File: config.mk
export PLATFORM = sky130hd
export DESIGN_NAME = rv_m_unit
export DESIGN_NICKNAME = d
export VERILOG_FILES = /design/src/rtl/rv_m_pkg.sv /design/src/rtl/rv_m_unit.sv /design/src/rtl/rv_ext_mul.sv /design/src/rtl/rv_ext_div.sv /design/src/rtl/rv_divu.sv
export SDC_FILE = /design/constraint.sdc
export NUM_CORES = 2
export LEC_CHECK = 0
export BUFFER_PORTS_ARGS = -buffer_cell sky130_fd_sc_hd__buf_2
export CAP_MARGIN = 20
export CORE_ASPECT_RATIO = 0.75
export CORE_MARGIN = 4
export CORE_UTILIZATION = 67
export DETAILED_ROUTE_END_ITERATION = 8
export GPL_TIMING_DRIVEN = 0
export MAX_ROUTING_LAYER = met4
export PLACE_DENSITY = 0.83
export SLEW_MARGIN = 0
export SYNTH_ARGS = -nofsm -noshare
export SYNTH_HDL_FRONTEND = slang
export SYNTH_SLANG_ARGS = --single-unit
export TNS_END_PERCENT = 1
File: constraint.sdc
create_clock -name clk -period 10.3 [get_ports clk]
set_clock_uncertainty 0.2 [all_clocks]
set_input_delay 1.545 -clock clk [delete_from_list [all_inputs] [get_ports clk]]
set_output_delay 1.545 -clock clk [all_outputs]
set_load 0.01 [all_outputs]
File: src/rtl/rv_m_pkg.sv
// Shared definitions for the RV32 M-extension execute unit
package rv_m_pkg;

  // Operand and result width
  localparam int XLEN = 32;

  // Iteration cycles of the restoring divider
  // One quotient bit per cycle, so one cycle per operand bit
  localparam int DIV_CYCLES = XLEN;

  // M-extension operation code
  // Values match the funct3 field of the OP opcode with funct7 = 0000001
  //   bit 2 set selects the divide group
  //   in the divide group bit 0 set means unsigned
  //   in the divide group bit 1 set means remainder
  typedef enum logic [2:0] {
    // Low word of rs1 * rs2
    MUL    = 3'd0,
    // High word, both operands signed
    MULH   = 3'd1,
    // High word, rs1 signed and rs2 unsigned
    MULHSU = 3'd2,
    // High word, both operands unsigned
    MULHU  = 3'd3,
    // Signed quotient
    DIV    = 3'd4,
    // Unsigned quotient
    DIVU   = 3'd5,
    // Signed remainder
    REM    = 3'd6,
    // Unsigned remainder
    REMU   = 3'd7
  } m_op_e;

  // Division corner cases handled by the divide unit
  //   x / 0 gives all ones as quotient and x as remainder
  //   most negative / -1 gives the dividend as quotient and zero as remainder
  // Both fall out of the sign correction except the zero divisor,
  // which bypasses the iteration entirely

endpackage
File: src/rtl/rv_m_unit.sv
`timescale 1ns/10ps

// M-extension execute unit
// Accepts a one-cycle en when idle, latches the request, runs it on the
// multiply or divide unit and returns the result with a one-cycle done
module rv_m_unit (
  input  logic                      clk,
  input  logic                      rst_n,
  input  logic                      en,
  input  rv_m_pkg::m_op_e           op,
  input  logic [rv_m_pkg::XLEN-1:0] rs1,
  input  logic [rv_m_pkg::XLEN-1:0] rs2,
  output logic                      busy,
  output logic                      done,
  output logic [rv_m_pkg::XLEN-1:0] result
);

  import rv_m_pkg::*;

  // Latched request
  m_op_e           op_q;
  logic [XLEN-1:0] rs1_q;
  logic [XLEN-1:0] rs2_q;

  // Handshake state
  logic            accept;
  logic            busy_q;
  logic            start_q;
  logic            done_q;
  logic [XLEN-1:0] result_q;

  // Per-unit start
  logic            mul_start;
  logic            div_start;

  // Unit returns
  logic            mul_valid;
  logic [XLEN-1:0] mul_result;
  logic            div_valid;
  logic [XLEN-1:0] div_result;
  logic            unit_valid;
  logic [XLEN-1:0] unit_result;

  // Requests while busy are dropped, that is the only back-pressure
  assign accept = en & ~busy_q;

  // Operands are captured so the core can move on after en
  always_ff @(posedge clk) begin
    if (accept) begin
      op_q  <= op;
      rs1_q <= rs1;
      rs2_q <= rs2;
    end
  end

  // Bit 2 of the op code picks the divide group
  assign mul_start = start_q & ~op_q[2];
  assign div_start = start_q & op_q[2];

  rv_ext_mul u_mul (
    .clk   (clk),
    .rst_n (rst_n),
    .start (mul_start),
    .op    (op_q),
    .rs1   (rs1_q),
    .rs2   (rs2_q),
    .valid (mul_valid),
    .result(mul_result)
  );

  rv_ext_div u_div (
    .clk   (clk),
    .rst_n (rst_n),
    .start (div_start),
    .op    (op_q),
    .rs1   (rs1_q),
    .rs2   (rs2_q),
    .valid (div_valid),
    .result(div_result)
  );

  // Only one unit runs at a time
  assign unit_valid  = mul_valid | div_valid;
  assign unit_result = div_valid ? div_result : mul_result;

  // Handshake control
  always_ff @(posedge clk) begin
    if (!rst_n) begin
      busy_q  <= 1'b0;
      start_q <= 1'b0;
      done_q  <= 1'b0;
    end else begin
      // Start the selected unit on the edge after acceptance
      start_q <= accept;
      // Done follows the unit's valid by one edge
      done_q  <= unit_valid;
      if (accept) begin
        busy_q <= 1'b1;
      end else if (unit_valid) begin
        // Busy drops as done rises, so a new request can land in the done cycle
        busy_q <= 1'b0;
      end
    end
  end

  // Result holds until the next completion
  always_ff @(posedge clk) begin
    if (!rst_n) begin
      result_q <= '0;
    end else if (unit_valid) begin
      result_q <= unit_result;
    end
  end

  assign busy   = busy_q;
  assign done   = done_q;
  assign result = result_q;

endmodule

File: src/rtl/rv_ext_mul.sv
`timescale 1ns/10ps

// MUL, MULH, MULHSU and MULHU
// Both operands widen to 33 bits so one signed multiplier covers all four
// Result is ready the cycle after start
module rv_ext_mul (
  input  logic                      clk,
  input  logic                      rst_n,
  input  logic                      start,
  input  rv_m_pkg::m_op_e           op,
  input  logic [rv_m_pkg::XLEN-1:0] rs1,
  input  logic [rv_m_pkg::XLEN-1:0] rs2,
  output logic                      valid,
  output logic [rv_m_pkg::XLEN-1:0] result
);

  import rv_m_pkg::*;

  // Extension mode per operand
  logic                   rs1_signed;
  logic                   rs2_signed;

  // Extended operands
  logic signed [XLEN:0]   a_ext;
  logic signed [XLEN:0]   b_ext;

  // Registered full product
  logic signed [2*XLEN+1:0] prod_q;
  // Word select captured with the product
  logic                   low_q;
  logic                   valid_q;

  // rs1 is signed for everything but MULHU
  assign rs1_signed = (op != MULHU);
  // rs2 is unsigned for MULHSU and MULHU
  // MUL only uses the low word, which is the same either way
  assign rs2_signed = (op == MUL) || (op == MULH);

  // Sign or zero extension into the spare top bit
  assign a_ext = {rs1_signed & rs1[XLEN-1], rs1};
  assign b_ext = {rs2_signed & rs2[XLEN-1], rs2};

  // Product only updates on a request
  always_ff @(posedge clk) begin
    if (start) begin
      prod_q <= a_ext * b_ext;
      low_q  <= (op == MUL);
    end
  end

  always_ff @(posedge clk) begin
    if (!rst_n) begin
      valid_q <= 1'b0;
    end else begin
      // One cycle of latency, never stalls
      valid_q <= start;
    end
  end

  assign valid = valid_q;

  // Low word for MUL, high word for the rest
  // Bits above 2*XLEN are only sign extension of the product
  assign result = low_q ? prod_q[XLEN-1:0] : prod_q[2*XLEN-1:XLEN];

endmodule

File: src/rtl/rv_ext_div.sv
`timescale 1ns/10ps

// DIV, DIVU, REM and REMU around the unsigned divider
// Operands are held stable by the caller until valid
module rv_ext_div (
  input  logic                      clk,
  input  logic                      rst_n,
  input  logic                      start,
  input  rv_m_pkg::m_op_e           op,
  input  logic [rv_m_pkg::XLEN-1:0] rs1,
  input  logic [rv_m_pkg::XLEN-1:0] rs2,
  output logic                      valid,
  output logic [rv_m_pkg::XLEN-1:0] result
);

  import rv_m_pkg::*;

  // Operation decode
  logic            is_signed;
  logic            is_rem;
  logic            rs1_neg;
  logic            rs2_neg;

  // Divider interface
  logic [XLEN-1:0] dividend_abs;
  logic [XLEN-1:0] divisor_abs;
  logic            div_valid;
  logic            div_zero;
  logic [XLEN-1:0] quotient;
  logic [XLEN-1:0] remainder;

  // Sign corrected results
  logic [XLEN-1:0] quo_signed;
  logic [XLEN-1:0] rem_signed;

  // Start delayed by one cycle for the zero divisor answer
  logic            start_q;

  // DIV and REM have bit 0 clear
  assign is_signed = ~op[0];
  // REM and REMU have bit 1 set
  assign is_rem    = op[1];

  assign rs1_neg = is_signed & rs1[XLEN-1];
  assign rs2_neg = is_signed & rs2[XLEN-1];

  // Magnitudes for the unsigned core
  // The most negative value maps onto itself, which is its correct magnitude
  assign dividend_abs = rs1_neg ? -rs1 : rs1;
  assign divisor_abs  = rs2_neg ? -rs2 : rs2;

  rv_divu #(
    .WIDTH(XLEN)
  ) u_divu (
    .clk      (clk),
    .rst_n    (rst_n),
    .start    (start),
    .dividend (dividend_abs),
    .divisor  (divisor_abs),
    .busy     (),
    .valid    (div_valid),
    .div_zero (div_zero),
    .quotient (quotient),
    .remainder(remainder)
  );

  // Quotient is negative when the operand signs differ
  assign quo_signed = (rs1_neg ^ rs2_neg) ? -quotient : quotient;
  // Remainder takes the sign of the dividend
  assign rem_signed = rs1_neg ? -remainder : remainder;

  always_ff @(posedge clk) begin
    if (!rst_n) begin
      start_q <= 1'b0;
    end else begin
      start_q <= start;
    end
  end

  // Zero divisor answers the cycle after start
  assign valid = div_valid | (start_q & div_zero);

  // Zero divisor gives all ones or the dividend as RISC-V requires
  always_comb begin
    if (div_zero) begin
      result = is_rem ? rs1 : '1;
    end else begin
      result = is_rem ? rem_signed : quo_signed;
    end
  end

endmodule

File: src/rtl/rv_divu.sv
`timescale 1ns/10ps

// Unsigned restoring divider
// Loads on start, then produces one quotient bit per cycle for WIDTH cycles
// A zero divisor is flagged at start and never enters the busy state
module rv_divu #(
  parameter int WIDTH = rv_m_pkg::XLEN
) (
  input  logic             clk,
  input  logic             rst_n,
  input  logic             start,
  input  logic [WIDTH-1:0] dividend,
  input  logic [WIDTH-1:0] divisor,
  output logic             busy,
  output logic             valid,
  output logic             div_zero,
  output logic [WIDTH-1:0] quotient,
  output logic [WIDTH-1:0] remainder
);

  // Bit counter width, enough to count 0 .. WIDTH-1
  localparam int CNT_W = (WIDTH > 1) ? $clog2(WIDTH) : 1;

  // Control state
  logic             busy_q;
  logic             valid_q;
  logic             zero_q;
  logic [CNT_W-1:0] count_q;
  logic             last_step;

  // Partial remainder
  logic [WIDTH-1:0] rem_q;
  // Dividend shifts out of the top while quotient bits shift in at the bottom
  logic [WIDTH-1:0] quo_q;
  // Divisor held for the whole iteration
  logic [WIDTH-1:0] dvs_q;

  // One restoring step
  logic [WIDTH:0]   partial;
  logic [WIDTH+1:0] diff;
  logic             fits;

  // Shift the next dividend bit into the partial remainder
  assign partial = {rem_q, quo_q[WIDTH-1]};

  // Trial subtraction with a spare sign bit
  assign diff = {1'b0, partial} - {2'b00, dvs_q};

  // Non-negative difference means the divisor fits, quotient bit is one
  assign fits = ~diff[WIDTH+1];

  // Final iteration of the current division
  assign last_step = (count_q == CNT_W'(WIDTH - 1));

  // Control: busy window, bit counter, valid pulse, zero flag
  always_ff @(posedge clk) begin
    if (!rst_n) begin
      busy_q  <= 1'b0;
      valid_q <= 1'b0;
      zero_q  <= 1'b0;
      count_q <= '0;
    end else begin
      // Valid is a single-cycle pulse
      valid_q <= 1'b0;
      if (start) begin
        // Zero divisor skips the iteration, the wrapper answers directly
        zero_q  <= (divisor == '0);
        busy_q  <= (divisor != '0);
        count_q <= '0;
      end else if (busy_q) begin
        count_q <= count_q + CNT_W'(1);
        if (last_step) begin
          busy_q  <= 1'b0;
          valid_q <= 1'b1;
        end
      end
    end
  end

  // Datapath
  always_ff @(posedge clk) begin
    if (start) begin
      rem_q <= '0;
      quo_q <= dividend;
      dvs_q <= divisor;
    end else if (busy_q) begin
      // Restore by keeping the unsubtracted value when the divisor does not fit
      rem_q <= fits ? diff[WIDTH-1:0] : partial[WIDTH-1:0];
      quo_q <= {quo_q[WIDTH-2:0], fits};
    end
  end

  assign busy      = busy_q;
  assign valid     = valid_q;
  assign div_zero  = zero_q;
  assign quotient  = quo_q;
  assign remainder = rem_q;

endmodule

==> impl_metrics.py <==
metrics = {
    "final_layout": {
        "final_nets": 7334,
        "area_growth_pct": 5.78,
        "drive_gt1_share_pct": 3.96,
        "stdcell_count": 6959,
        "final_cell_area_mm2": 0.0560,
        "fillerInstances": 5903,
    },
    "status": {
        "status": "finished clean",
    },
    "route": {
        "ant_nets": 0,
        "drt-initial-drc-count": 6149,
        "drt_pass1_iterations": 7,
        "num_vias": 43100,
        "drt-total-wl_um": 183000,
        "drc": 0,
        "avgRoutedWirePerCell_um": 26.3,
        "avgViaCountPerCell": 6.19,
    },
    "yosys": {
        "ys_top_cells_by_count": "1252 x inv_1, 1126 x fa_1, 970 x nand2_1, 272 x clkbuf_1, 262 x and2_1",
        "syn_nets": 7196,
        "synth_seq_area_share_pct": 14.0,
        "synth.distinct_cells": 84,
        "synth_area_leader_cell": "fa_1",
        "yosys-top-cells-area": "fa_1 43%, edfxtp_1 11%, inv_1 8.9%",
        "synth_edf_count": 196,
        "synth_top_area_share_pct": 42.6,
        "synthFlopType": "edfxtp_1",
        "synth_area_per_cell_um2": 9.21,
        "ys_warn_count": 0,
        "ys_ff_latch": 273,
        "synth_most_common_cell": "inv_1",
        "netlist_area_mm2": 0.0529,
        "syn_inst": 5750,
        "async_reset_ff_share_pct": 0,
    },
    "setup_path": {
        "crit_family": "adder cells",
        "crit_buf_inv": 8,
        "crit_type": "reg -> reg",
        "critPathLaunchType": "flop",
        "cp_max_fo": 10,
        "worstPathRequired_ps": 10450,
        "slowest_delay_ps": 910,
        "arrival_ps": 10420,
        "cp_common_cell": "fa_1",
        "cp-end-kind": "flop",
        "crit_slowest_cell": "clkbuf_1",
    },
    "timing": {
        "fin_ws_ps": 28.5,
        "timing.final.crit_period_ps": 10270,
        "slew_violations": 0,
        "grt_setup_unrepaired": "yes",
        "post-route-period-util_pct": 99.7,
        "relSlewSlack_pct": 14.5,
        "setup_viol_count_final": 0,
        "max_freq_mhz": 97.4,
        "worst_pin_slew_ps": 1280,
        "final.setup.tns_ps": 0,
        "hold_violations": 0,
    },
    "clock_network": {
        "cts_root_buf": "clkbuf_16",
        "postCtsHoldBufs": 0,
        "numCtsBuffers": 27,
        "insertion_delay_ps": 600,
        "clockBufferDepth": 3,
        "htreeDepth": 1,
        "clk_pin_slew_ps": 60,
        "cts.sink_count": 273,
        "cts_tree": "done",
    },
    "global_route": {
        "grt_max_degree": 38,
        "overflow": 0,
        "grt_usage_pct": 45.6,
        "antenna_found_initial": 12,
        "grt_pass1_wl_um": 273000,
        "grt_pass1_vias": 43500,
    },
    "place": {
        "numPortBuffers": 103,
        "hpwl_um": 150000,
        "globalplace.congestion": 1.14,
        "dp_slack_ps": -348,
        "postPlaceCellArea_mm2": 0.0550,
        "placedCellCount": 6899,
    },
    "floorplan": {
        "rows": 88,
        "fp.dieW_um": 333,
        "core_mm2": 0.0776,
        "initial_utilization_pct": 68.2,
        "die_h_um": 251,
        "die_area_mm2": 0.0836,
        "ios": 104,
    },
    "hold_path": {
        "min_path_type": "reg -> reg",
    },
    "run": {
        "cap_violations": 0,
    },
}
-- layout by cell type (no fill, tap or decap), drive strengths merged, types with 16 or more instances in the layout --
master,Yosys,layout
inv,1252,1253
fa,1126,1126
ha,250,250
o21a,21,21
o221ai,16,16
xor2,81,81
clkbuf,272,295
and2,263,263
nor2,155,155
nor3,42,42
nand4,22,22
a21oi,171,171
a21boi,32,32
or3,16,16
xnor2,145,145
o211ai,52,52
nand3b,19,19
buf,76,194
nor2b,24,24
o31ai,19,19
a31oi,18,18
a21o,49,49
o21ai,135,135
nand2,970,970
dfxtp,77,77
nand3,19,19
edfxtp,196,196
nand2b,22,22
mux2i,59,59
-- timing repair --
action | CTS | global route
resized for setup | 2 | 62
buffers inserted | 0 | 3
endpoints found under the setup margin | 5 | 11
hold endpoints to repair | 0 | 0
-- final cells by class --
cell class | instances | area (um^2) | share of cell area (%)
Tap cell | 1035 | 1290 | 2.31
Clock buffer | 37 | 733 | 1.31
Buffer | 338 | 1360 | 2.42
Timing Repair Buffer | 119 | 798 | 1.43
Sequential cell | 273 | 7430 | 13.3
Antenna cell | 15 | 37.5 | 0.0670
Clock inverter | 13 | 149 | 0.266
Multi-Input combinational cell | 3876 | 39500 | 70.5
Inverter | 1253 | 4700 | 8.40
-- stage by stage --
step / utilization (%) / hold slack (ps)
3_5_place_dp: 70.8 / 295
6_report: 72.1 / 309
4_1_cts: 72.0 / 304
3_3_place_gp: 70.5 / 282
2_1_floorplan: - / 267
5_1_grt: 72.1 / 339
-- layer usage --
metal / GRT usage [%] / vias to the layer above / part of all wire [%]
met1: 58.5 / 21100 / 35
li1: - / 17600 / -
met3: 23.0 / 709 / 19
met4: 22.9 / 0 / 7.2
met5: - / - / 0
met2: 59.3 / 3573 / 39
-- kinds of logic (layout without fill, tap and decap cells) --
kind of cell / count (synthesis) / after routing / synth area share [%]
DFF: 273 / 273 / 14.0
adders and majority gates: 1376 / 1376 / 48.5
buffers and inverters: 1601 / 1760 / 11.4
and+or+nand+nor: 1616 / 1616 / 13.9
AOI/OAI and AO/OA: 597 / 597 / 7.25
other: 0 / 15 / 0
muxes: 61 / 61 / 1.16
xor gates and xnor gates: 226 / 226 / 3.74
-- state kept, by name, summed over array words and instances (netlist names) --
name                    flops
done                        1
op_q                        3
u_div.u_divu.dvs_q         32
u_div.u_divu.div_zero       1
result                     32
u_div.u_divu.remainder     32
u_div.start_q               1
u_mul.prod_q               64
busy                        1
u_mul.valid                 1
start_q                     1
u_mul.low_q                 1
u_div.u_divu.count_q        5
rs2_q                      32
u_div.u_divu.valid          1
u_div.u_divu.quotient      32
rs1_q                      32
u_div.u_divu.busy           1
-- final timing paths --
path | slack, ps | endpoint | depth (start not counted) | start
hold reg to reg | 310 | u_div.u_divu.remainder[31] | 2 | u_div.u_divu.remainder[31]
setup / recovery | 30 | u_mul.prod_q[62] | 28 | rs1_q[8]
hold / removal | 310 | u_div.u_divu.remainder[31] | 2 | u_div.u_divu.remainder[31]
setup reg to reg | 30 | u_mul.prod_q[62] | 28 | rs1_q[8]
-- worst register-to-register path, delay by kind of cell, from the launching register on --
| kind | cells | cell delay [ps] |
|---|---|---|
| adder cells (fa/ha/maj) | 9 | 4340 |
| AO/OA/AOI/OAI | 7 | 1960 |
| XOR/XNOR | 1 | 340 |
| flip-flops | 1 | 340 |
| buffers and inverters | 8 | 2160 |
| AND/OR/NAND/NOR | 3 | 690 |
Power is left out: the tool's default activity adds up to more than one toggle a clock period on the data nets, which glitch-free logic cannot reach.
